$ cat src/common/periph_pkg.sv
`default_nettype none

package periph_pkg;

    // Bus and pin widths
    localparam int ADDR_W = 11;
    localparam int DATA_W = 32;
    localparam int PIN_W  = 8;

    // Slots in each of the full and byte banks
    localparam int NUM_SLOTS        = 16;
    localparam int NUM_BYTE_PERIPHS = 2;

    // Full slot that holds the GPIO block
    localparam int SLOT_GPIO = 1;

    // GPIO register offsets within its slot
    localparam int GPIO_OFS_OUT  = 0;
    localparam int GPIO_OFS_IN   = 4;
    // Function select k lives at GPIO_OFS_FSEL + 4*k
    localparam int GPIO_OFS_FSEL = 32;

    typedef logic [ADDR_W-1:0] addr_t;
    typedef logic [DATA_W-1:0] data_t;
    typedef logic [7:0]        byte_t;
    typedef logic [PIN_W-1:0]  pins_t;
    typedef logic [5:0]        offset_t;
    typedef logic [3:0]        slot_t;

    // Top bit picks the byte bank and the low four bits pick the slot
    typedef logic [4:0]        fsel_t;

    // Size code on the core bus where ACC_NONE means no request
    typedef enum logic [1:0] {
        ACC_BYTE = 2'b00,
        ACC_HALF = 2'b01,
        ACC_WORD = 2'b10,
        ACC_NONE = 2'b11
    } access_e;

endpackage

`default_nettype wire
$ cat src/common/periph_bus_if.sv
`timescale 1ns/1ps
`default_nettype none

interface periph_bus_if;
    import periph_pkg::*;

    // Offset inside the slot of which byte peripherals only use the low four bits
    offset_t offset;
    data_t   wdata;

    // High only while this slot is selected and a write is presented
    logic    wr_en;

    // Combinational read data from the peripheral
    data_t   rdata;

    modport decoder (
        output offset,
        output wdata,
        output wr_en,
        input  rdata
    );

    modport periph (
        input  offset,
        input  wdata,
        input  wr_en,
        output rdata
    );

endinterface

`default_nettype wire

$ cat src/hdl/periph_top.sv
`timescale 1ns/1ps
`default_nettype none

module periph_top (
    input  logic              clk,
    input  logic              rst_n,
    input  periph_pkg::pins_t i_ui_in,
    output periph_pkg::pins_t o_uo_out,
    input  periph_pkg::addr_t i_addr,
    input  periph_pkg::data_t i_data,
    input  logic [1:0]        i_data_write_n,
    input  logic [1:0]        i_data_read_n,
    output periph_pkg::data_t o_data_out,
    output logic              o_data_ready,
    input  logic              i_data_read_complete
);
    import periph_pkg::*;

    logic  write_req;
    logic  read_req;
    data_t slot_data;
    logic  slot_ready;
    pins_t gpio_out;
    fsel_t fsel [PIN_W];
    pins_t byte_pins [NUM_BYTE_PERIPHS];

    periph_bus_if gpio_bus ();
    periph_bus_if byte_bus [NUM_BYTE_PERIPHS] ();

    // Any size code other than ACC_NONE is a request
    assign write_req = (i_data_write_n != ACC_NONE);
    assign read_req  = (i_data_read_n != ACC_NONE);

    periph_read_buffer read_buffer_i (
        .clk             (clk),
        .rst_n           (rst_n),
        .i_read_req      (read_req),
        .i_slot_ready    (slot_ready),
        .i_slot_data     (slot_data),
        .i_write_req     (write_req),
        .i_read_complete (i_data_read_complete),
        .o_data          (o_data_out),
        .o_ready         (o_data_ready)
    );

    periph_addr_decode addr_decode_i (
        .i_addr       (i_addr),
        .i_data       (i_data),
        .i_write      (write_req),
        .o_slot_data  (slot_data),
        .o_slot_ready (slot_ready),
        .gpio_bus     (gpio_bus),
        .byte_bus     (byte_bus)
    );

    gpio_regs gpio_regs_i (
        .clk        (clk),
        .rst_n      (rst_n),
        .i_ui_in    (i_ui_in),
        .bus        (gpio_bus),
        .o_gpio_out (gpio_out),
        .o_fsel     (fsel)
    );

    for (genvar n = 0; n < NUM_BYTE_PERIPHS; n++) begin : g_byte_periph
        byte_reg_periph byte_periph_i (
            .clk      (clk),
            .rst_n    (rst_n),
            .bus      (byte_bus[n]),
            .o_uo_out (byte_pins[n])
        );
    end

    gpio_pin_mux pin_mux_i (
        .i_fsel      (fsel),
        .i_gpio_out  (gpio_out),
        .i_byte_pins (byte_pins),
        .o_uo_out    (o_uo_out)
    );

endmodule

`default_nettype wire

$ cat src/hdl/byte_reg_periph.sv
`timescale 1ns/1ps
`default_nettype none

module byte_reg_periph (
    input  logic              clk,
    input  logic              rst_n,
    periph_bus_if.periph      bus,
    output periph_pkg::pins_t o_uo_out
);
    import periph_pkg::*;

    byte_t      regs [4];
    logic [1:0] sel;

    // Offset bits 3:2 are ignored, so the four registers alias across the slot
    assign sel = bus.offset[1:0];

    always_ff @(posedge clk) begin
        if (!rst_n) begin
            for (int k = 0; k < 4; k++) begin
                regs[k] <= '0;
            end
        end else if (bus.wr_en) begin
            regs[sel] <= bus.wdata[7:0];
        end
    end

    assign bus.rdata = DATA_W'(regs[sel]);

    // Register 0 drives the pins
    assign o_uo_out = regs[0];

endmodule

`default_nettype wire

$ cat src/gpio/gpio_pin_mux.sv
`timescale 1ns/1ps
`default_nettype none

module gpio_pin_mux (
    input  periph_pkg::fsel_t i_fsel [periph_pkg::PIN_W],
    input  periph_pkg::pins_t i_gpio_out,
    input  periph_pkg::pins_t i_byte_pins [periph_pkg::NUM_BYTE_PERIPHS],
    output periph_pkg::pins_t o_uo_out
);
    import periph_pkg::*;

    // Pin p takes bit p of whichever source its select names
    always_comb begin
        o_uo_out = '0;
        for (int p = 0; p < PIN_W; p++) begin
            if (i_fsel[p] == fsel_t'(SLOT_GPIO)) begin
                o_uo_out[p] = i_gpio_out[p];
            end
            for (int n = 0; n < NUM_BYTE_PERIPHS; n++) begin
                if (i_fsel[p] == {1'b1, slot_t'(n)}) begin
                    o_uo_out[p] = i_byte_pins[n][p];
                end
            end
        end
    end

endmodule

`default_nettype wire

$ cat src/gpio/gpio_regs.sv
`timescale 1ns/1ps
`default_nettype none

module gpio_regs (
    input  logic              clk,
    input  logic              rst_n,
    input  periph_pkg::pins_t i_ui_in,
    periph_bus_if.periph      bus,
    output periph_pkg::pins_t o_gpio_out,
    output periph_pkg::fsel_t o_fsel [periph_pkg::PIN_W]
);
    import periph_pkg::*;

    pins_t      gpio_out_r;
    fsel_t      fsel_r [PIN_W];
    offset_t    fsel_rel;
    logic       fsel_hit;
    logic [2:0] fsel_idx;
    logic       out_hit;
    logic       in_hit;

    assign out_hit = (bus.offset == offset_t'(GPIO_OFS_OUT));
    assign in_hit  = (bus.offset == offset_t'(GPIO_OFS_IN));

    // Function selects are word aligned from GPIO_OFS_FSEL up
    assign fsel_rel = bus.offset - offset_t'(GPIO_OFS_FSEL);
    assign fsel_hit = (bus.offset >= offset_t'(GPIO_OFS_FSEL)) && (fsel_rel[1:0] == 2'b00);
    assign fsel_idx = fsel_rel[4:2];

    always_ff @(posedge clk) begin
        if (!rst_n) begin
            gpio_out_r <= '0;
        end else if (bus.wr_en && out_hit) begin
            gpio_out_r <= bus.wdata[PIN_W-1:0];
        end
    end

    // All pins start on the GPIO output
    always_ff @(posedge clk) begin
        if (!rst_n) begin
            for (int k = 0; k < PIN_W; k++) begin
                fsel_r[k] <= fsel_t'(SLOT_GPIO);
            end
        end else if (bus.wr_en && fsel_hit) begin
            fsel_r[fsel_idx] <= bus.wdata[4:0];
        end
    end

    always_comb begin
        if (out_hit) begin
            bus.rdata = DATA_W'(gpio_out_r);
        end else if (in_hit) begin
            bus.rdata = DATA_W'(i_ui_in);
        end else if (fsel_hit) begin
            bus.rdata = DATA_W'(fsel_r[fsel_idx]);
        end else begin
            bus.rdata = '0;
        end
    end

    assign o_gpio_out = gpio_out_r;
    assign o_fsel     = fsel_r;

endmodule

`default_nettype wire

$ cat src/hdl/periph_addr_decode.sv
`timescale 1ns/1ps
`default_nettype none

module periph_addr_decode (
    input  periph_pkg::addr_t i_addr,
    input  periph_pkg::data_t i_data,
    input  logic              i_write,
    output periph_pkg::data_t o_slot_data,
    output logic              o_slot_ready,
    periph_bus_if.decoder     gpio_bus,
    periph_bus_if.decoder     byte_bus [periph_pkg::NUM_BYTE_PERIPHS]
);
    import periph_pkg::*;

    logic  byte_bank;
    slot_t full_slot;
    slot_t byte_slot;
    data_t full_rdata [NUM_SLOTS];
    byte_t byte_rdata [NUM_SLOTS];

    // Top address bit selects the byte bank
    assign byte_bank = i_addr[ADDR_W-1];
    assign full_slot = i_addr[9:6];
    assign byte_slot = i_addr[7:4];

    assign gpio_bus.offset = i_addr[5:0];
    assign gpio_bus.wdata  = i_data;
    assign gpio_bus.wr_en  = i_write && !byte_bank && (full_slot == slot_t'(SLOT_GPIO));

    // Unpopulated full slots return zero
    for (genvar s = 0; s < NUM_SLOTS; s++) begin : g_full
        if (s == SLOT_GPIO) begin : g_gpio
            assign full_rdata[s] = gpio_bus.rdata;
        end else begin : g_empty
            assign full_rdata[s] = '0;
        end
    end

    // Byte peripherals fill the bank from slot 0 upward
    for (genvar s = 0; s < NUM_SLOTS; s++) begin : g_byte
        if (s < NUM_BYTE_PERIPHS) begin : g_periph
            assign byte_bus[s].offset = i_addr[5:0];
            assign byte_bus[s].wdata  = i_data;
            assign byte_bus[s].wr_en  = i_write && byte_bank && (byte_slot == slot_t'(s));
            assign byte_rdata[s]      = byte_bus[s].rdata[7:0];
        end else begin : g_empty
            assign byte_rdata[s] = '0;
        end
    end

    always_comb begin
        if (byte_bank) begin
            o_slot_data = DATA_W'(byte_rdata[byte_slot]);
        end else begin
            o_slot_data = full_rdata[full_slot];
        end
    end

    // Every slot including the empty ones answers at once so no read can stall
    assign o_slot_ready = 1'b1;

endmodule

`default_nettype wire

$ cat src/hdl/periph_read_buffer.sv
`timescale 1ns/1ps
`default_nettype none

module periph_read_buffer (
    input  logic              clk,
    input  logic              rst_n,
    input  logic              i_read_req,
    input  logic              i_slot_ready,
    input  periph_pkg::data_t i_slot_data,
    input  logic              i_write_req,
    input  logic              i_read_complete,
    output periph_pkg::data_t o_data,
    output logic              o_ready
);
    import periph_pkg::*;

    logic  hold;
    logic  ready_r;
    logic  load;
    data_t data_r;

    // Capture once per read so the core sees frozen data until it completes
    assign load = i_read_req && i_slot_ready && !hold;

    always_ff @(posedge clk) begin
        if (!rst_n) begin
            hold    <= 1'b0;
            ready_r <= 1'b0;
        end else begin
            if (i_read_complete) begin
                hold <= 1'b0;
            end
            if (load) begin
                hold <= 1'b1;
            end
            // Registered to line up with the registered data
            ready_r <= i_read_req && i_slot_ready;
        end
    end

    always_ff @(posedge clk) begin
        if (load) begin
            data_r <= i_slot_data;
        end
    end

    assign o_data = data_r;

    // Writes complete in the cycle they are presented
    assign o_ready = ready_r || i_write_req;

endmodule

`default_nettype wire

$ cat config.mk
export PLATFORM = sky130hd
export DESIGN_NAME = periph_top
export DESIGN_NICKNAME = d
export VERILOG_FILES = /design/src/common/periph_pkg.sv /design/src/common/periph_bus_if.sv /design/src/hdl/periph_top.sv /design/src/hdl/byte_reg_periph.sv /design/src/gpio/gpio_pin_mux.sv /design/src/gpio/gpio_regs.sv /design/src/hdl/periph_addr_decode.sv /design/src/hdl/periph_read_buffer.sv
export SDC_FILE = /design/constraint.sdc
export NUM_CORES = 1
export LEC_CHECK = 0
export BUFFER_PORTS_ARGS = -buffer_cell sky130_fd_sc_hd__buf_2
export CAP_MARGIN = 30
export CORE_ASPECT_RATIO = 0.8
export CORE_MARGIN = 2
export CORE_UTILIZATION = 40
export DETAILED_ROUTE_END_ITERATION = 7
export PLACE_DENSITY_LB_ADDON = 0.25
export SLEW_MARGIN = 40
export SYNTH_ARGS = -nofsm -noshare
export SYNTH_HDL_FRONTEND = slang
export SYNTH_SLANG_ARGS = --single-unit
$ cat constraint.sdc
create_clock -name clk -period 6.6 [get_ports clk]
set_input_delay 0.66 -clock clk [delete_from_list [all_inputs] [get_ports clk]]
set_output_delay 0.66 -clock clk [all_outputs]
set_load 0.02 [all_outputs]
==> results.cfg <==
[outcome]
status = completed

[pwr]
switchingPower_w = 0.000465
power.leakage_nw = 2.69
comb_power_share_pct = 7.3
vdd_drop_max_mv = 0.179
internal_power_w = 0.00140
p_seq_share_pct = 45.1
p_sw_share_pct = 24.9
p_total_w = 0.00187
p_per_area_mw_per_mm2 = 262
power.share.clock_pct = 47.6

[sta]
rsz0062_at_grt = no
fin_crit_sh_pct = 39.9
layout_setup_ws_ns = 3.96
finalClockSkew_ns = 0.00940
finalHoldViolCount = 0
slew_violations = 0
worstMarginPinSlew_ns = 0.827
maxSlewHeadroom_pct = 44.8
fin_crit_ns = 2.64
setup_tns_ns = 0
setup_violations = 0
fmaxAchievable_mhz = 379

[setup_path]
critPathTopFamily = simple AND/OR/NAND/NOR gates
critPathKind = in -> reg
cpPeakStageDelay_ns = 0.58
critPathArrivalTime_ns = 2.94
slowest_stage = nand3_1
cp-endpoint = gpio_regs_i.o_gpio_out[0]
cp.required_ns = 6.90
critPathMaxFanout = 21
worst-r2r-setup-slack_ns = 4.85
crit_start = i_addr[0]
critPathCaptureType = flip-flop
timing.rr.start = gpio_regs_i.o_fsel[3]
critPathBufInv = 1
cp.depth = 6
worstPathCellList = buf_2 > or2_2 > nor4_4 > nand3_1 > mux2i_1 > nor2b_1
r2r.worst_path.cells = 5
critPathLaunchType = input port
r2r_end = read_buffer_i.o_data[3]

[die]
dieArea_mm2 = 0.0165
rows = 40
die_x_um = 143
coreArea_mm2 = 0.0151
initial_utilization_pct = 41.2
io_pins = 99
die_h_um = 115

[layout]
final_nets = 627
stdcell_count = 792
final_core_util_pct = 47.2
antenna_cells = 0
syn2layout_area_growth_pct = 14.7
layout-drive-gt1-share_pct = 24.1

[synthesis]
yosysSeqAreaShare_pct = 51.0
yosys.area.top_type = edfxtp_1
dominantRegCellSynth = edfxtp_1
syn_area_mm2 = 0.00620
synth_cell_types = 38
synth_area_leaders = edfxtp_1 (35%), dfxtp_1 (16%), mux2i_1 (9.0%), and2_1 (6.7%), mux4_2 (5.8%)
avgSynthCellArea_um2 = 11.8
yosysTopAreaCellShare_pct = 34.9
synth_cells = 527
synthArstFlopShare_pct = 0
synth_warnings = 0
synth-seq-cells = 122
synth_edf_count = 72

[placed_design]
place_congestion = 0.898
port_buffers = 50
place_inst = 760
dp_hpwl_um = 10800
dp_slack_ns = 3.54

[route]
postRouteAntennaNets = 0
routed_wl_um = 15400
vias = 4127
viasPerCell = 5.21
drt_first_pass_iters = 5
wire_per_inst_um = 19.5
drtIter0Drc = 287
route.detailed.drc = 0

[global_routing]
grt_usage_pct = 19.8
grt_first_pass_wirelength_um = 23600
grtUsageMet1_pct = 27.3
grt_util_met2_pct = 29.7
grt_pass1_vias = 4113
grt_use_met3_pct = 5.87
grt-ovfl-total = 0
grt_start_max_net_pins = 63
antenna_found_initial = 0
busiest_layer = met2

[clocking]
ctsResizeCount = 0
clock_path_buffers = 2
cts_buffers = 17
cts_hold_buf = 0
clk_pin_slew_ns = 0.06
tritoncts = built
clock_sinks = 122
worstSkewPairLatency_ns = 0.42
cts_setup_buffers = 0
h-tree-depth = 4
cts-root-buf = clkbuf_16

[run]
maxCapViolCount = 0

[worst_hold_path]
min-delay-path-class = in -> reg
[worst min path at each step]
stage | start | to | depth (start not counted)
5_1_grt | i_data_read_complete | read_buffer_i.hold | 3
6_report | i_data_read_complete | read_buffer_i.hold | 3
3_5_place_dp | gpio_regs_i.o_fsel[30] | gpio_regs_i.o_fsel[30] | 2
2_1_floorplan | gpio_regs_i.o_fsel[30] | gpio_regs_i.o_fsel[30] | 2
4_1_cts | i_data_read_complete | read_buffer_i.hold | 3
3_3_place_gp | gpio_regs_i.o_fsel[30] | gpio_regs_i.o_fsel[30] | 2
[stage by stage]
step / hold WS (ns) / area, um2
6_report: 0.520 / 7110
2_1_floorplan: 0.480 / 6290
5_1_grt: 0.538 / 7110
3_5_place_dp: 0.504 / 6540
3_3_place_gp: 0.502 / 6540
4_1_cts: 0.513 / 7110
[placed cells by master, fill, tap and decap left out, types with 3 or more instances in the layout]
cell type | netlist | routed
a2111oi_0 | 5 | 5
nand2_1 | 29 | 29
a22oi_1 | 3 | 3
buf_4 | 24 | 7
clkinv_4 | 0 | 3
a21oi_1 | 9 | 8
o22ai_1 | 8 | 8
nor2b_1 | 46 | 46
dfxtp_1 | 50 | 50
nor2_1 | 20 | 20
or2_2 | 3 | 3
mux4_2 | 16 | 16
nor4_4 | 3 | 3
inv_6 | 0 | 6
a211oi_1 | 10 | 10
buf_2 | 7 | 49
edfxtp_1 | 72 | 72
mux2i_1 | 56 | 56
conb_1 | 1 | 24
clkbuf_16 | 0 | 17
clkinvlp_4 | 0 | 3
nor4_1 | 8 | 8
o21ai_0 | 18 | 16
and2_1 | 66 | 66
mux2_2 | 23 | 23
nand2b_1 | 5 | 5
nand3_1 | 4 | 4
[synthesized netlist by cell type (10+ instances only)]
master     n
edfxtp_1  72
and2_1    66
mux2i_1   56
dfxtp_1   50
nor2b_1   46
nand2_1   29
buf_4     24
mux2_2    23
clkbuf_1  22
nor2_1    20
o21ai_0   18
mux4_2    16
a211oi_1  10
[tightest hold or removal path: stages]
cell and delay, ns:
buf_2 0.08, nand2_1 0.04, o211a_1 0.11
[per-layer routing]
layer / vias to the layer above / wire length, um
li1: 1947 / -
met4: 0 / 291
met2: 148 / 6760
met1: 2009 / 7210
met5: - / 0
met3: 23 / 1170
[power groups by stage]
stage	clock [W]	sequential, W	combinational [W]
6_report	0.000889	0.000842	0.000136
5_1_grt	0.000935	0.000844	0.000146
4_1_cts	0.000898	0.000842	0.000135
3_5_place_dp	0	0.000859	0.000135
3_3_place_gp	0	0.000858	0.000132
2_1_floorplan	0	0.000857	0.0000962
[cell families after synthesis]
kind of cell    synth area share, %
other cells                  0.0605
flops                          51.0
buf+inv                        4.98
mux                            19.0
simple gates                   19.5
compound gates                 5.43
[final cells by class]
cell class,count,area [um2]
sequential,122,3160
tap,210,263
multi-input combinational,372,2820
clock inverter,15,141
timing repair buffer,56,298
fill,1369,7950
clock buffer,17,425
[registers in the layout (all words and copies together) (netlist names)]
register,cells
gpio_regs_i.o_fsel,40
read_buffer_i.ready_r,1
read_buffer_i.o_data,8
gpio_regs_i.o_gpio_out,8
g_byte_periph.byte_periph_i.regs,64
read_buffer_i.hold,1
Note: power is estimated with default switching activity, not from simulation.
